File: config.mk
export PLATFORM = sky130hd
export DESIGN_NAME = rvc_front_top
export DESIGN_NICKNAME = d
export VERILOG_FILES = /design/src/source/rvc_pkg.sv /design/src/source/decode_decompress.sv /design/src/source/rvc_expander.sv /design/src/source/rvc_front_top.sv /design/src/source/skid_buffer.sv
export VERILOG_INCLUDE_DIRS = /design/src /design/src/source
export SDC_FILE = /design/constraint.sdc
export NUM_CORES = 1
export LEC_CHECK = 0
export BUFFER_PORTS_ARGS = -buffer_cell sky130_fd_sc_hd__buf_2
export CAP_MARGIN = 40
export CORE_MARGIN = 3
export CORE_UTILIZATION = 25
export DETAILED_ROUTE_END_ITERATION = 10
export PLACE_DENSITY = 0.52
export SYNTH_ARGS = -nofsm -noshare
export SYNTH_HDL_FRONTEND = slang
export SYNTH_SLANG_ARGS = --single-unit
File: constraint.sdc
create_clock -name clk -period 21.2 [get_ports clk]
set_input_delay 1.06 -clock clk [delete_from_list [all_inputs] [get_ports clk]]
set_output_delay 1.06 -clock clk [all_outputs]
set_load 0.1 [all_outputs]
File: src/source/rvc_defines.svh
`ifndef RVC_DEFINES_SVH
`define RVC_DEFINES_SVH

// Widths shared by the front end

`define RVC_ILEN 32  // Expanded instruction word
`define RVC_ALEN 64  // Virtual address

`endif

File: src/source/rvc_pkg.sv
`include "rvc_defines.svh"

package rvc_pkg;

    typedef logic [`RVC_ILEN-1:0] instr_t;
    typedef logic [`RVC_ALEN-1:0] addr_t;

    // Major opcodes, bits 6:2 of a 32-bit instruction
    typedef enum logic [4:0] {
        LOAD      = 5'b00000,
        OP_IMM    = 5'b00100,
        OP_IMM_32 = 5'b00110,
        STORE     = 5'b01000,
        OP        = 5'b01100,
        LUI       = 5'b01101,
        OP_32     = 5'b01110,
        BRANCH    = 5'b11000,
        JALR      = 5'b11001,
        JAL       = 5'b11011,
        SYSTEM    = 5'b11100
    } opcode_e;

    // {funct3, quadrant} of a 16-bit instruction
    typedef enum logic [4:0] {
        C_ADDI4SPN = 5'b000_00, C_FLD = 5'b001_00, C_LW = 5'b010_00, C_LD = 5'b011_00,
        C_RESERVED = 5'b100_00, C_FSD = 5'b101_00, C_SW = 5'b110_00, C_SD = 5'b111_00,
        C_ADDI = 5'b000_01, C_ADDIW = 5'b001_01, C_LI = 5'b010_01,
        C_LUI_ADDI16SP = 5'b011_01, C_MISC_ALU = 5'b100_01, C_J = 5'b101_01,
        C_BEQZ = 5'b110_01, C_BNEZ = 5'b111_01,
        C_SLLI = 5'b000_10, C_FLDSP = 5'b001_10, C_LWSP = 5'b010_10, C_LDSP = 5'b011_10,
        C_JALR_MV_ADD = 5'b100_10, C_FSDSP = 5'b101_10, C_SWSP = 5'b110_10,
        C_SDSP = 5'b111_10
    } c_op_e;

    typedef enum logic [3:0] {
        EXC_INSTR_MISALIGNED = 4'd0,
        EXC_INSTR_ACCESS     = 4'd1,
        EXC_ILLEGAL_INSTR    = 4'd2,
        EXC_INSTR_PAGE_FAULT = 4'd12
    } trap_cause_e;

    typedef struct packed {
        logic        exception;
        trap_cause_e cause;
        instr_t      instruction;
        addr_t       addr;
        addr_t       next_addr;
    } fetch_entry_t;

    typedef struct packed {
        logic        exception;
        trap_cause_e cause;
        instr_t      original;
        instr_t      expanded;
        addr_t       addr;
        addr_t       next_addr;
    } decoded_entry_t;

endpackage

File: src/source/decode_decompress.sv
`timescale 1ns/1ps

module decode_decompress (
    input  logic                 clk,
    input  logic                 rst_n,
    input  logic                 flush,

    input  logic                 prev_stalled,
    input  logic                 next_stalled,
    output logic                 stall_prev,
    output logic                 stall_next,

    input  logic                 ifetch_exception,
    input  rvc_pkg::trap_cause_e ifetch_trap_cause,
    input  rvc_pkg::instr_t      instruction,
    input  rvc_pkg::addr_t       instruction_addr,
    input  rvc_pkg::addr_t       instruction_next_addr,

    output logic                 decomp_exception,
    output rvc_pkg::trap_cause_e decomp_trap_cause,
    output rvc_pkg::instr_t      decomp_original_instruction,
    output rvc_pkg::instr_t      decomp_expanded_instruction,
    output rvc_pkg::addr_t       decomp_instruction_addr,
    output rvc_pkg::addr_t       decomp_instruction_next_addr
);

    rvc_pkg::fetch_entry_t fetch_in;
    rvc_pkg::fetch_entry_t fetch_q;
    logic                  fetch_empty;
    logic                  reg_valid;
    logic                  load_en;
    rvc_pkg::instr_t       expanded;
    logic                  illegal;
    logic                  exc;
    rvc_pkg::trap_cause_e  cause;

    assign fetch_in.exception   = ifetch_exception;
    assign fetch_in.cause       = ifetch_trap_cause;
    assign fetch_in.instruction = instruction;
    assign fetch_in.addr        = instruction_addr;
    assign fetch_in.next_addr   = instruction_next_addr;

    skid_buffer #(
        .payload_t (rvc_pkg::fetch_entry_t)
    ) u_in_skid (
        .clk          (clk),
        .rst_n        (rst_n),
        .flush        (flush),
        .prev_stalled (prev_stalled),
        .next_stalled (!load_en),
        .stall_prev   (stall_prev),
        .stall_next   (fetch_empty),
        .in_data      (fetch_in),
        .out_data     (fetch_q)
    );

    rvc_expander u_expander (
        .instruction (fetch_q.instruction),
        .expanded    (expanded),
        .illegal     (illegal)
    );

    // Fetch fault wins over a bad encoding
    always_comb begin
        if (fetch_q.exception) begin
            exc   = 1'b1;
            cause = fetch_q.cause;
        end else if (illegal) begin
            exc   = 1'b1;
            cause = rvc_pkg::EXC_ILLEGAL_INSTR;
        end else begin
            exc   = 1'b0;
            cause = rvc_pkg::trap_cause_e'(4'd0);
        end
    end

    assign load_en = !reg_valid || !next_stalled;

    always_ff @(posedge clk) begin
        if (!rst_n || flush) begin
            reg_valid <= 1'b0;
        end else if (load_en) begin
            reg_valid <= !fetch_empty;
        end
    end

    always_ff @(posedge clk) begin
        if (load_en && !fetch_empty) begin
            decomp_exception             <= exc;
            decomp_trap_cause            <= cause;
            decomp_original_instruction  <= fetch_q.instruction;
            decomp_expanded_instruction  <= expanded;
            decomp_instruction_addr      <= fetch_q.addr;
            decomp_instruction_next_addr <= fetch_q.next_addr;
        end
    end

    assign stall_next = !reg_valid;

endmodule

File: src/source/rvc_expander.sv
`timescale 1ns/1ps

module rvc_expander (
    input  rvc_pkg::instr_t instruction,
    output rvc_pkg::instr_t expanded,
    output logic            illegal
);

    logic [15:0]     c;
    rvc_pkg::c_op_e  c_op;
    logic            is_rvc;

    logic [5:0]      ci_imm;
    logic [9:0]      a16_imm;   // ADDI16SP
    logic [7:0]      lwsp_off;
    logic [8:0]      ldsp_off;
    logic [7:0]      swsp_off;
    logic [8:0]      sdsp_off;
    logic [9:0]      ciw_imm;
    logic [6:0]      lw_off;
    logic [7:0]      ld_off;
    logic [11:0]     cj_off;
    logic [8:0]      cb_off;
    logic [4:0]      rd;
    logic [4:0]      rs2;
    logic [4:0]      rs1_p;     // Also rd' of CB and CA forms
    logic [4:0]      rs2_p;     // Also rd' of CIW and CL forms
    rvc_pkg::instr_t exp_c;
    logic            rsvd;

    assign c      = instruction[15:0];
    assign c_op   = rvc_pkg::c_op_e'({c[15:13], c[1:0]});
    assign is_rvc = c[1:0] != 2'b11;

    assign ci_imm   = {c[12], c[6:2]};
    assign a16_imm  = {c[12], c[4:3], c[5], c[2], c[6], 4'b0000};
    assign lwsp_off = {c[3:2], c[12], c[6:4], 2'b00};
    assign ldsp_off = {c[4:2], c[12], c[6:5], 3'b000};
    assign swsp_off = {c[8:7], c[12:9], 2'b00};
    assign sdsp_off = {c[9:7], c[12:10], 3'b000};
    assign ciw_imm  = {c[10:7], c[12:11], c[5], c[6], 2'b00};
    assign lw_off   = {c[5], c[12:10], c[6], 2'b00};
    assign ld_off   = {c[6:5], c[12:10], 3'b000};
    assign cj_off   = {c[12], c[8], c[10:9], c[6], c[7], c[2], c[11], c[5:3], 1'b0};
    assign cb_off   = {c[12], c[6:5], c[2], c[11:10], c[4:3], 1'b0};

    assign rd    = c[11:7];
    assign rs2   = c[6:2];
    assign rs1_p = {2'b01, c[9:7]};
    assign rs2_p = {2'b01, c[4:2]};

    always_comb begin
        exp_c = '0;
        rsvd  = 1'b0;
        case (c_op)
            rvc_pkg::C_ADDI4SPN: begin
                exp_c = {2'b00, ciw_imm, 5'd2, 3'b000, rs2_p, rvc_pkg::OP_IMM, 2'b11};
                rsvd  = ciw_imm == '0;  // Covers the all-zero word
            end
            rvc_pkg::C_LW:
                exp_c = {5'b0, lw_off, rs1_p, 3'b010, rs2_p, rvc_pkg::LOAD, 2'b11};
            rvc_pkg::C_LD:
                exp_c = {4'b0, ld_off, rs1_p, 3'b011, rs2_p, rvc_pkg::LOAD, 2'b11};
            rvc_pkg::C_SW:
                exp_c = {5'b0, lw_off[6:5], rs2_p, rs1_p, 3'b010, lw_off[4:0],
                         rvc_pkg::STORE, 2'b11};
            rvc_pkg::C_SD:
                exp_c = {4'b0, ld_off[7:5], rs2_p, rs1_p, 3'b011, ld_off[4:0],
                         rvc_pkg::STORE, 2'b11};
            rvc_pkg::C_ADDI:
                exp_c = {{6{ci_imm[5]}}, ci_imm, rd, 3'b000, rd, rvc_pkg::OP_IMM, 2'b11};
            rvc_pkg::C_ADDIW: begin
                exp_c = {{6{ci_imm[5]}}, ci_imm, rd, 3'b000, rd, rvc_pkg::OP_IMM_32, 2'b11};
                rsvd  = rd == '0;
            end
            rvc_pkg::C_LI:
                exp_c = {{6{ci_imm[5]}}, ci_imm, 5'd0, 3'b000, rd, rvc_pkg::OP_IMM, 2'b11};
            rvc_pkg::C_LUI_ADDI16SP: begin
                if (rd == 5'd2) begin
                    exp_c = {{2{a16_imm[9]}}, a16_imm, 5'd2, 3'b000, 5'd2,
                             rvc_pkg::OP_IMM, 2'b11};
                end else begin
                    exp_c = {{14{ci_imm[5]}}, ci_imm, rd, rvc_pkg::LUI, 2'b11};
                end
                rsvd = ci_imm == '0;
            end
            rvc_pkg::C_MISC_ALU: begin
                case (c[11:10])
                    2'b00: exp_c = {6'b000000, ci_imm, rs1_p, 3'b101, rs1_p,
                                    rvc_pkg::OP_IMM, 2'b11};  // SRLI
                    2'b01: exp_c = {6'b010000, ci_imm, rs1_p, 3'b101, rs1_p,
                                    rvc_pkg::OP_IMM, 2'b11};  // SRAI
                    2'b10: exp_c = {{6{ci_imm[5]}}, ci_imm, rs1_p, 3'b111, rs1_p,
                                    rvc_pkg::OP_IMM, 2'b11};  // ANDI
                    default: begin
                        case ({c[12], c[6:5]})
                            3'b000: exp_c = {7'b0100000, rs2_p, rs1_p, 3'b000, rs1_p,
                                             rvc_pkg::OP, 2'b11};     // SUB
                            3'b001: exp_c = {7'b0, rs2_p, rs1_p, 3'b100, rs1_p,
                                             rvc_pkg::OP, 2'b11};     // XOR
                            3'b010: exp_c = {7'b0, rs2_p, rs1_p, 3'b110, rs1_p,
                                             rvc_pkg::OP, 2'b11};     // OR
                            3'b011: exp_c = {7'b0, rs2_p, rs1_p, 3'b111, rs1_p,
                                             rvc_pkg::OP, 2'b11};     // AND
                            3'b100: exp_c = {7'b0100000, rs2_p, rs1_p, 3'b000, rs1_p,
                                             rvc_pkg::OP_32, 2'b11};  // SUBW
                            3'b101: exp_c = {7'b0, rs2_p, rs1_p, 3'b000, rs1_p,
                                             rvc_pkg::OP_32, 2'b11};  // ADDW
                            default: rsvd = 1'b1;
                        endcase
                    end
                endcase
            end
            rvc_pkg::C_J:
                exp_c = {cj_off[11], cj_off[10:1], cj_off[11], {8{cj_off[11]}}, 5'd0,
                         rvc_pkg::JAL, 2'b11};
            rvc_pkg::C_BEQZ:
                exp_c = {{3{cb_off[8]}}, cb_off[8:5], 5'd0, rs1_p, 3'b000, cb_off[4:1],
                         cb_off[8], rvc_pkg::BRANCH, 2'b11};
            rvc_pkg::C_BNEZ:
                exp_c = {{3{cb_off[8]}}, cb_off[8:5], 5'd0, rs1_p, 3'b001, cb_off[4:1],
                         cb_off[8], rvc_pkg::BRANCH, 2'b11};
            rvc_pkg::C_SLLI:
                exp_c = {6'b000000, ci_imm, rd, 3'b001, rd, rvc_pkg::OP_IMM, 2'b11};
            rvc_pkg::C_LWSP: begin
                exp_c = {4'b0, lwsp_off, 5'd2, 3'b010, rd, rvc_pkg::LOAD, 2'b11};
                rsvd  = rd == '0;
            end
            rvc_pkg::C_LDSP: begin
                exp_c = {3'b0, ldsp_off, 5'd2, 3'b011, rd, rvc_pkg::LOAD, 2'b11};
                rsvd  = rd == '0;
            end
            rvc_pkg::C_JALR_MV_ADD: begin
                if (!c[12]) begin
                    if (rs2 == '0) begin
                        exp_c = {12'd0, rd, 3'b000, 5'd0, rvc_pkg::JALR, 2'b11};  // JR
                        rsvd  = rd == '0;
                    end else begin
                        exp_c = {7'd0, rs2, 5'd0, 3'b000, rd, rvc_pkg::OP, 2'b11};  // MV
                    end
                end else if (rs2 != '0) begin
                    exp_c = {7'd0, rs2, rd, 3'b000, rd, rvc_pkg::OP, 2'b11};  // ADD
                end else if (rd == '0) begin
                    exp_c = {12'd1, 5'd0, 3'b000, 5'd0, rvc_pkg::SYSTEM, 2'b11};  // EBREAK
                end else begin
                    exp_c = {12'd0, rd, 3'b000, 5'd1, rvc_pkg::JALR, 2'b11};
                end
            end
            rvc_pkg::C_SWSP:
                exp_c = {4'b0, swsp_off[7:5], rs2, 5'd2, 3'b010, swsp_off[4:0],
                         rvc_pkg::STORE, 2'b11};
            rvc_pkg::C_SDSP:
                exp_c = {3'b0, sdsp_off[8:5], rs2, 5'd2, 3'b011, sdsp_off[4:0],
                         rvc_pkg::STORE, 2'b11};
            default: rsvd = 1'b1;  // Reserved, FP load/store, quadrant 3
        endcase
    end

    assign illegal = is_rvc && rsvd;

    // Illegal words expand to zero
    always_comb begin
        if (!is_rvc) begin
            expanded = instruction;
        end else if (rsvd) begin
            expanded = '0;
        end else begin
            expanded = exp_c;
        end
    end

endmodule

File: src/source/rvc_front_top.sv
`timescale 1ns/1ps

module rvc_front_top (
    input  logic                 clk,
    input  logic                 rst_n,
    input  logic                 flush,

    input  logic                 prev_stalled,
    output logic                 stall_prev,
    input  logic                 ifetch_exception,
    input  rvc_pkg::trap_cause_e ifetch_trap_cause,
    input  rvc_pkg::instr_t      instruction,
    input  rvc_pkg::addr_t       instruction_addr,
    input  rvc_pkg::addr_t       instruction_next_addr,

    input  logic                 out_stalled,
    output logic                 out_valid_n,
    output logic                 out_exception,
    output rvc_pkg::trap_cause_e out_trap_cause,
    output rvc_pkg::instr_t      out_original,
    output rvc_pkg::instr_t      out_expanded,
    output rvc_pkg::addr_t       out_addr,
    output rvc_pkg::addr_t       out_next_addr
);

    logic                    dec_stall_next;
    logic                    skid_stall_prev;
    rvc_pkg::decoded_entry_t dec_entry;
    rvc_pkg::decoded_entry_t out_entry;

    decode_decompress u_decomp (
        .clk                          (clk),
        .rst_n                        (rst_n),
        .flush                        (flush),
        .prev_stalled                 (prev_stalled),
        .next_stalled                 (skid_stall_prev),
        .stall_prev                   (stall_prev),
        .stall_next                   (dec_stall_next),
        .ifetch_exception             (ifetch_exception),
        .ifetch_trap_cause            (ifetch_trap_cause),
        .instruction                  (instruction),
        .instruction_addr             (instruction_addr),
        .instruction_next_addr        (instruction_next_addr),
        .decomp_exception             (dec_entry.exception),
        .decomp_trap_cause            (dec_entry.cause),
        .decomp_original_instruction  (dec_entry.original),
        .decomp_expanded_instruction  (dec_entry.expanded),
        .decomp_instruction_addr      (dec_entry.addr),
        .decomp_instruction_next_addr (dec_entry.next_addr)
    );

    skid_buffer #(
        .payload_t (rvc_pkg::decoded_entry_t)
    ) u_out_skid (
        .clk          (clk),
        .rst_n        (rst_n),
        .flush        (flush),
        .prev_stalled (dec_stall_next),
        .next_stalled (out_stalled),
        .stall_prev   (skid_stall_prev),
        .stall_next   (out_valid_n),
        .in_data      (dec_entry),
        .out_data     (out_entry)
    );

    assign out_exception  = out_entry.exception;
    assign out_trap_cause = out_entry.cause;
    assign out_original   = out_entry.original;
    assign out_expanded   = out_entry.expanded;
    assign out_addr       = out_entry.addr;
    assign out_next_addr  = out_entry.next_addr;

endmodule

File: src/source/skid_buffer.sv
`timescale 1ns/1ps

module skid_buffer #(
    parameter type payload_t = logic
) (
    input  logic     clk,
    input  logic     rst_n,
    input  logic     flush,

    input  logic     prev_stalled,
    input  logic     next_stalled,
    output logic     stall_prev,
    output logic     stall_next,

    input  payload_t in_data,
    output payload_t out_data
);

    logic     full;
    payload_t held;

    // Captures the in-flight item when the consumer stalls
    always_ff @(posedge clk) begin
        if (!rst_n || flush) begin
            full <= 1'b0;
        end else if (full) begin
            full <= next_stalled;  // Drains once taken
        end else begin
            full <= !prev_stalled && next_stalled;
        end
    end

    always_ff @(posedge clk) begin
        if (!full) begin
            held <= in_data;
        end
    end

    assign stall_prev = full;

    // Nothing moves while a flush is in progress
    assign stall_next = flush || (!full && prev_stalled);

    assign out_data = full ? held : in_data;  // Zero latency when empty

endmodule
==> flow_summary.yaml, run 1 <==
timing:
  setup_viol: 0
  fin_setup_tns_ns: 0
  worst_pin_slew_ns: 1.009
  skew_ns: 0.02566
  period_needed_ns: 4.028
  slew_viol_final: 0
  slew_headroom_pct: 32.72
  max_freq_mhz: 248.3
  hold_viol_final: 0
  post-route-period-util_pct: 19.00
  rsz0062_at_grt: "false"
route:
  wl_mm: 52.59
  drt_iter0_drc: 703
  drt-pass1-iter-count: 5
  drc: 0
  post_drt_wl_per_cell_um: 19.22
  via_per_inst: 4.302
  vias: 11770
  drtAntennaViolNets: 0
status:
  status: "finished, final reports clean"
layout:
  regArea_sq_um: 13230
  final_core_util_pct: 32.26
  fillers: 7700
  multi_input_comb_area_sq_um: 5682
  drive_above_1_share_pct: 50.29
  final_cell_mix: "buf_2 (368), dfxtp_1 (363), mux2_2 (346)"
  final_common_cell: "buf_2"
  synthToLayoutAreaGrowth_pct: 27.66
  layout.nets: 1820
synthesis:
  synth_nets: 1419
  syn_area_sq_um: 19220
  synth_cell_types: 71
  ys_warn_count: 0
  avgSynthCellArea_sq_um: 15.39
  synth_edf_count: 197
  ys_ff_latch: 562
  seq_area_frac_synth_pct: 68.78
  async_reset_ff_share_pct: 0
  syn_inst: 1249
  ys.flop_type: "dfxtp_1"
critical_path:
  end_kind: "primary output"
  critical_path_class: "reg2out"
  r2r_cells: 7
  crit_arrival_ns: 2.97
  crit_required_ns: 20.14
  critPathLaunchType: "register"
  worst-path-max-fanout: 138
floorplanning:
  dieArea_sq_um: 80260
  die_y_um: 283.3
  ioPinCount: 369
  die_w_um: 283.3
  start_util_pct: 25.27
  coreArea_sq_um: 76080
  placement_rows: 101
global_route:
  grt_pass1_vias: 12060
  grt_antenna_before_repair: 3
  grt_max_degree: 140
  grt_pass1_wl_mm: 78.01
  grt-ovfl-total: 0
  grt.total_usage_pct: 12.75
clocking:
  cts_tree: "built"
  path_clk_slew_ns: 0.05
  h-tree-depth: 3
  clock_path_buffers: 3
  cts_hold_buf: 0
  cts_made_buffers: 67
  clk-insertion-delay-late_ns: 0.59
  ctsResizeCount: 0
  cts_setup_buffers: 0
  clock_sinks: 562
  cts-root-buf: "clkbuf_16"
power:
  pwr-share-clk_pct: 44.1
  p_int_mw: 1.926
  switching_share_pct: 25.93
  seqPwrFrac_pct: 45.6
  vdd_drop_max_v: 0.00006106
  p_per_area_nw_per_um2: 106.0
  switchingPower_mw: 0.6745
  power_frac_comb_pct: 10.3
  leakagePower_nw: 9.450
placement:
  dp_hpwl_mm: 35.42
  portBuffers: 368
  gp_congestion: 0.8952
run:
  cap_viol_max_count: 0
min_path:
  hold_path.class: "reg2reg"
  whs_path_depth: 1
## power groups by stage
stage	Sequential, mW	Combinational [mW]	Clock [mW]
floorplan	1.21	0.203	0
CTS	1.19	0.270	1.19
finish	1.19	0.268	1.15
global route	1.19	0.280	1.24
detailed placement	1.21	0.270	0
global placement	1.21	0.267	0
## worst paths after layout
kind / startpoint / end / slack, ns
worst max-delay path: u_out_skid.stall_prev / out_original[17] / 17.17
worst min-delay path: u_out_skid.held[140] / u_out_skid.held[140] / 0.47
worst max register to register: u_decomp.u_in_skid.stall_prev / u_decomp.decomp_expanded_instruction[7] / 17.37
worst min register to register: u_out_skid.held[140] / u_out_skid.held[140] / 0.47
## critical path, cell delays in order, from the launching register on
cell and delay, ns:
dfxtp_4 0.51, buf_16 0.29, buf_12 0.61, mux2_2 0.31
buf_2 0.45
## final cells by class
cell class	count	share of cell area, %
multi-input combinational	614	23.15
clock inverter	25	1.280
inverter	20	0.3059
tap	1030	5.251
antenna	4	0.04079
sequential	562	53.91
clock buffer	96	7.775
timing repair buffer	385	8.290
## cell families after synthesis
group	Yosys count	share of synthesized area (%)
buffers and inverters	73	1.712
and+or+nand+nor	126	3.573
AOI/OAI and AO/OA	127	4.849
muxes	361	21.09
DFF	562	68.78
## per-stage QoR
stage	hold slack, ns	instances	power (mW)	instance area [sq um]	setup slack, ns
floorplan	0.4422	1249	1.414	19220	3.681
global placement	0.4504	2607	1.475	22240	16.82
detailed placement	0.4548	2611	1.479	22310	17.30
CTS	0.4662	2732	2.651	24530	17.05
global route	0.4768	2734	2.708	24540	16.98
finish	0.4674	2736	2.601	24540	17.17
## sequential cells by signal, summed over array words and instances, names as in the netlist
| signal | count |
|---|---|
| u_out_skid.held | 197 |
| u_decomp.decomp_original_instruction | 32 |
| u_decomp.decomp_exception | 1 |
| u_decomp.reg_valid | 1 |
| u_decomp.u_in_skid.held | 165 |
| u_decomp.u_in_skid.stall_prev | 1 |
| u_decomp.decomp_instruction_next_addr | 64 |
| u_decomp.decomp_instruction_addr | 64 |
| u_out_skid.stall_prev | 1 |
| u_decomp.decomp_expanded_instruction | 32 |
| u_decomp.decomp_trap_cause | 4 |
## cell usage after synthesis (all sizes together) (6+ instances only)
cell type,n,area (sq um)
nand2,37,138.9
mux2,346,3896
a21oi,16,80.08
clkbuf,31,116.4
inv,20,75.07
o22ai,16,106.4
o21ai,21,105.1
mux2i,15,157.7
nor3,9,45.04
edfxtp,197,5916
a22oi,7,57.55
nor2,21,78.83
o2bb2ai,13,113.9
o211ai,6,55.05
buf,22,137.6
nor3b,6,45.04
dfxtp,365,7307
a31oi,7,50.05
nand3,7,40.04
## layer usage
layer | wire (um) | vias up | track usage (%) | share of wire (%)
li1 | - | 5456 | - | -
met1 | 22890 | 5833 | 16.01 | 44
met2 | 25160 | 369 | 21.10 | 48
met3 | 3015 | 111 | 3.379 | 5.7
met4 | 1525 | 0 | 4.576 | 2.9
met5 | 0 | - | 0 | 0
Note: power is estimated with default switching activity, not from simulation.
==> inputs of run 2 (changes only) <==
--- a/config.mk
+++ b/config.mk
@@ -11,7 +11,7 @@
 export CORE_MARGIN = 3
 export CORE_UTILIZATION = 25
 export DETAILED_ROUTE_END_ITERATION = 10
-export PLACE_DENSITY = 0.52
+export PLACE_DENSITY = 0.54
 export SYNTH_ARGS = -nofsm -noshare
 export SYNTH_HDL_FRONTEND = slang
 export SYNTH_SLANG_ARGS = --single-unit
==> constraint.sdc (replaced) <==
create_clock -name clk -period 3.43 [get_ports clk]
set_input_delay 0.1715 -clock clk [delete_from_list [all_inputs] [get_ports clk]]
set_output_delay 0.1715 -clock clk [all_outputs]
set_load 0.1 [all_outputs]
==> run 2 against run 1 <==
Compared with the run above:
- die area unchanged
- clock-buffer cell count shrank 2
- design area rose by 7.5%
- largest power group unchanged
- global-route usage rose by 0.74 points
- first-iteration DRC count decreased by 9.8%
==> flow_summary.yaml, run 2 (synthesis results as in run 1) <==
floorplanning:
  die_w_um: 283.3
  die_y_um: 283.3
  dieArea_sq_um: 80260
  placement_rows: 101
  coreArea_sq_um: 76080
  ioPinCount: 369
  start_util_pct: 25.27
power:
  p_per_area_nw_per_um2: 617.1
  leakagePower_nw: 10.30
  vdd_drop_max_v: 0.0003532
route:
  drtAntennaViolNets: 0
  drc: 0
  drt-pass1-iter-count: 5
  wl_mm: 55.42
  via_per_inst: 4.293
  vias: 12540
  drt_iter0_drc: 634
  post_drt_wl_per_cell_um: 18.97
timing:
  rsz0062_at_grt: "false"
  worst_pin_slew_ns: 0.7773
  slew_headroom_pct: 48.18
  hold_viol_final: 0
  setup_viol: 0
  period_needed_ns: 2.885
  fin_ws_ns: 0.5453
  slew_viol_final: 0
  post-route-period-util_pct: 84.10
  max_freq_mhz: 346.7
  skew_ns: 0.01972
placement:
  placedCellCount: 2637
  portBuffers: 368
  pre_cts_ws_ns: 0.5481
  gp_congestion: 0.8911
  dp_hpwl_mm: 38.44
  placed_cell_area_sq_um: 22530
clocking:
  cts_hold_buf: 159
  ctsResizeCount: 0
  clock_sinks: 562
  cts_tree: "built"
  cts-root-buf: "clkbuf_16"
  cts_made_buffers: 68
  clock_path_buffers: 3
  path_clk_slew_ns: 0.06
  h-tree-depth: 3
  clk-insertion-delay-late_ns: 0.60
  cts_setup_buffers: 0
global_route:
  busiest_layer: "met2"
  grt_util_met2_pct: 23.01
  met3_usage_pct: 3.580
  grt_antenna_before_repair: 2
  grt_pass1_vias: 12960
  grt_use_met1_pct: 16.21
  grt_pass1_wl_mm: 82.42
  grt.total_usage_pct: 13.48
  grt-ovfl-total: 0
  grt_max_degree: 97
min_path:
  hold_path.class: "in2reg"
critical_path:
  critPathLaunchType: "register"
  critical_path_class: "reg2reg"
  crit_arrival_ns: 3.21
  worst-path-max-fanout: 36
  crit_required_ns: 3.75
  end_kind: "register"
layout:
  layout.nets: 2006
  stdcell_count: 2922
  synthToLayoutAreaGrowth_pct: 37.25
  final_core_util_pct: 34.68
  regMostFlops: "u_out_skid.held"
  drive_above_1_share_pct: 47.20
  largestRegisters: "u_out_skid.held x197, u_decomp.u_in_skid.held x165"
  largest_reg_flops: 197
  final_common_cell: "buf_2"
  final_cell_mix: "buf_2 (368), dfxtp_1 (363), mux2_2 (346)"
  stdcell_area_sq_um: 26390
status:
  status: "finished, final reports clean"
run:
  cap_viol_max_count: 0
[run 2: changes by cell type in the layout (fill, tap and decap cells not counted), moves of 3 or more]
cell,delta
buf_4,+24
clkbuf_8,+3
dlygate4sd3_1,+159
clkinv_8,+3
bufinv_16,-3
clkinv_2,+11
clkbuf_1,-7
buf_12,+4
[run 2: per-stage QoR]
step | power [mW] | hold WS, ns | TNS (ns)
floorplan | 8.707 | 0.3169 | -647.44
global placement | 9.163 | 0.4134 | 0
detailed placement | 9.178 | 0.4178 | 0
CTS | 16.57 | 0.007882 | 0
global route | 16.93 | 0.04432 | 0
finish | 16.28 | 0.06128 | 0
[run 2: path summary, 6_finish.rpt]
path,start,end,slack (ns),depth (start not counted)
max,u_decomp.u_in_skid.stall_prev,u_decomp.decomp_expanded_instruction[12],0.55,8
min,instruction[4],u_decomp.u_in_skid.held[132],0.06,4
max reg2reg,u_decomp.u_in_skid.stall_prev,u_decomp.decomp_expanded_instruction[12],0.55,8
min reg2reg,u_out_skid.held[129],u_out_skid.held[129],0.46,1
[run 2: layout make-up]
| cell class | instances | area, sq um |
|---|---|---|
| diodes | 2 | 5.005 |
| clock buffers | 94 | 1973 |
| clock inverters | 30 | 291.5 |
| fillers | 7528 | 49690 |
| inverters | 20 | 75.07 |
| multi-input cells | 614 | 5692 |
| flip-flops and latches | 562 | 13230 |
| well taps | 1030 | 1289 |
| repair buffers | 570 | 3831 |
[run 2: metal layers]
| layer | part of all wire (%) | up-vias |
|---|---|---|
| li1 | - | 5827 |
| met2 | 49 | 362 |
| met1 | 42 | 6238 |
| met5 | 0.022 | - |
| met4 | 3.6 | 2 |
| met3 | 5.5 | 115 |
[run 2: power by group]
group,internal [mW],leakage (nW),switching [mW],total (mW)
Combinational,0.517,4.24,1.33,1.84
Sequential,7.24,4.94,0.0870,7.33
Clock,4.23,1.12,2.88,7.11
Total,12.0,10.3,4.29,16.3
[run 2: worst max-delay path: stages (launching register included)]
cell and delay (ns):
dfxtp_4 0.60, buf_4 0.26, nor3b_1 0.35, o211ai_1 0.18, or2_1 0.30, or3_4 0.38
nand3_2 0.22, buf_12 0.19, o22ai_1 0.10
==> inputs of run 3 (changes only) <==
==> constraint.sdc (replaced) <==
create_clock -name clk -period 2.5 [get_ports clk]
set_input_delay 0.125 -clock clk [delete_from_list [all_inputs] [get_ports clk]]
set_output_delay 0.125 -clock clk [all_outputs]
set_load 0.1 [all_outputs]
==> run 3 against run 2 <==
Compared with the run above:
- critical endpoint is now u_decomp.decomp_expanded_instruction[8]
- hold slack gained 0.011 ns
- utilization up 1.2 points
- setup slack lost 0.47 ns
- die area did not move
- register-to-register slack got worse by 0.47 ns
- clock power increased by 37%
- maximum frequency is 19% higher
- sequential power grew 38%
==> flow_summary.yaml, run 3 (synthesis results as in run 1) <==
status:
  status: "finished, final reports clean"
clocking:
  clock_path_buffers: 3
  clk-insertion-delay-late_ns: 0.60
  cts_made_buffers: 66
  clock_sinks: 562
  h-tree-depth: 3
  cts-root-buf: "clkbuf_16"
  path_clk_slew_ns: 0.06
  cts_tree: "built"
placement:
  portBuffers: 368
  gp_congestion: 0.9271
  pre_cts_ws_ns: -0.1029
  dp_hpwl_mm: 40.52
  placedCellCount: 2716
critical_path:
  crit_arrival_ns: 2.74
  critPathBufInv: 2
  end_kind: "register"
  max_stage_delay_ns: 0.55
  crit_chain: "or4_1 > buf_4 > o22ai_4 > a32oi_1 > or3_4 > nand3_4 > buf_12 > o22ai_1"
  worst-path-max-fanout: 14
  crit_required_ns: 2.82
  cp_slowest_cell: "or4_1"
  critPathLaunchType: "register"
  cp_top_family: "simple AND/OR/NAND/NOR gates"
  critical_path_class: "reg2reg"
global_route:
  grt_pass1_wl_mm: 84.77
  grt_max_degree: 70
  grt_antenna_before_repair: 2
  grt_pass1_vias: 13360
  grt.total_usage_pct: 13.81
  grt-ovfl-total: 0
layout:
  synthToLayoutAreaGrowth_pct: 42.11
  largestRegisters: "u_out_skid.held x197, u_decomp.u_in_skid.held x165"
  final_common_cell: "buf_2"
  stdcell_count: 3006
  drive_above_1_share_pct: 50.05
  final_cell_mix: "buf_2 (365), dfxtp_1 (363), mux2_2 (346)"
  final_core_util_pct: 35.91
  largest_reg_flops: 197
  layout.nets: 2092
  antenna_cells: 0
  regMostFlops: "u_out_skid.held"
floorplanning:
  die_w_um: 283.3
  dieArea_sq_um: 80260
  start_util_pct: 25.27
  placement_rows: 101
  ioPinCount: 369
  coreArea_sq_um: 76080
  die_y_um: 283.3
timing:
  post-route-period-util_pct: 96.92
  hold_viol_final: 0
  setup_viol: 0
  fin_setup_tns_ns: 0
  max_freq_mhz: 412.7
  whs_ns: 0.07239
  skew_ns: 0.02168
  slew_viol_final: 0
  worst_pin_slew_ns: 0.8346
  period_needed_ns: 2.423
  fin_ws_ns: 0.07711
  slew_headroom_pct: 44.36
  rsz0062_at_grt: "true"
route:
  via_per_inst: 4.233
  wl_mm: 56.54
  vias: 12730
  drtAntennaViolNets: 0
  drt_iter0_drc: 605
  post_drt_wl_per_cell_um: 18.81
  drt-pass1-iter-count: 5
  drc: 0
power:
  leakagePower_nw: 10.78
  p_per_area_nw_per_um2: 821.3
  vdd_drop_max_v: 0.0004830
min_path:
  hold_path.class: "in2reg"
run:
  cap_viol_max_count: 0
-- run 3: changes by cell type in the layout (fill, tap and decap cells not counted), sizes merged --
cell	previous run	this run
clkinv	22	18
bufinv	2	4
diode	2	0
inv	24	27
clkbuf	94	92
buf	411	497
dlygate4sd3	159	161
clkinvlp	2	1
-- run 3: final timing paths --
path,slack (ns),end,from,cells after the start
worst max-delay path,0.08,u_decomp.decomp_expanded_instruction[8],u_decomp.u_in_skid.stall_prev,8
worst max register to register,0.08,u_decomp.decomp_expanded_instruction[8],u_decomp.u_in_skid.stall_prev,8
worst min register to register,0.47,u_decomp.u_in_skid.held[28],u_decomp.u_in_skid.held[28],1
worst min-delay path,0.07,u_decomp.decomp_instruction_next_addr[14],flush,3
-- run 3: area by class of cell --
cell class,count,area [sq um]
Tap cell,1030,1289
Fill cell,7422,48760
Multi-Input combinational cell,614,5822
Inverter,20,75.07
Clock buffer,92,1904
Timing Repair Buffer,658,4654
Sequential cell,562,13230
Clock inverter,30,345.3
-- run 3: report_power, final --
group / total [mW] / internal, mW / switching (mW)
Combinational: 2.66 / 0.803 / 1.85
Clock: 9.73 / 5.83 / 3.89
Sequential: 10.1 / 9.94 / 0.120
Total: 22.4 / 16.6 / 5.86
-- run 3: timing repair --
action	4_1_cts	5_1_grt
hold buffers	161	0
setup buffers	2	5
setup endpoints to repair	47	31
pin swaps	1	8
gates resized for setup	5	23
hold endpoints to repair	313	0
-- run 3: stage by stage --
stage               area, sq um  power, mW
floorplan                 19280      11.95
global placement          23280      12.67
detailed placement        23280      12.69
CTS                       27170      22.83
global route              27320      23.33
finish                    27320      22.44
-- run 3: routing by layer --
layer	track usage, %	share of wire (%)	wire (um)	vias to the layer above
li1	-	-	-	6001
met1	17.18	43	24270	6264
met2	23.54	49	27810	353
met3	3.516	5.1	2902	107
met4	4.214	2.8	1558	0
met5	0	0	0	-
-- run 3: worst min-delay path, delay by kind of cell --
| kind | cells | cell delay [ns] |
|---|---|---|
| and+or+nand+nor | 1 | 0.07 |
| buffers and inverters | 2 | 0.28 |
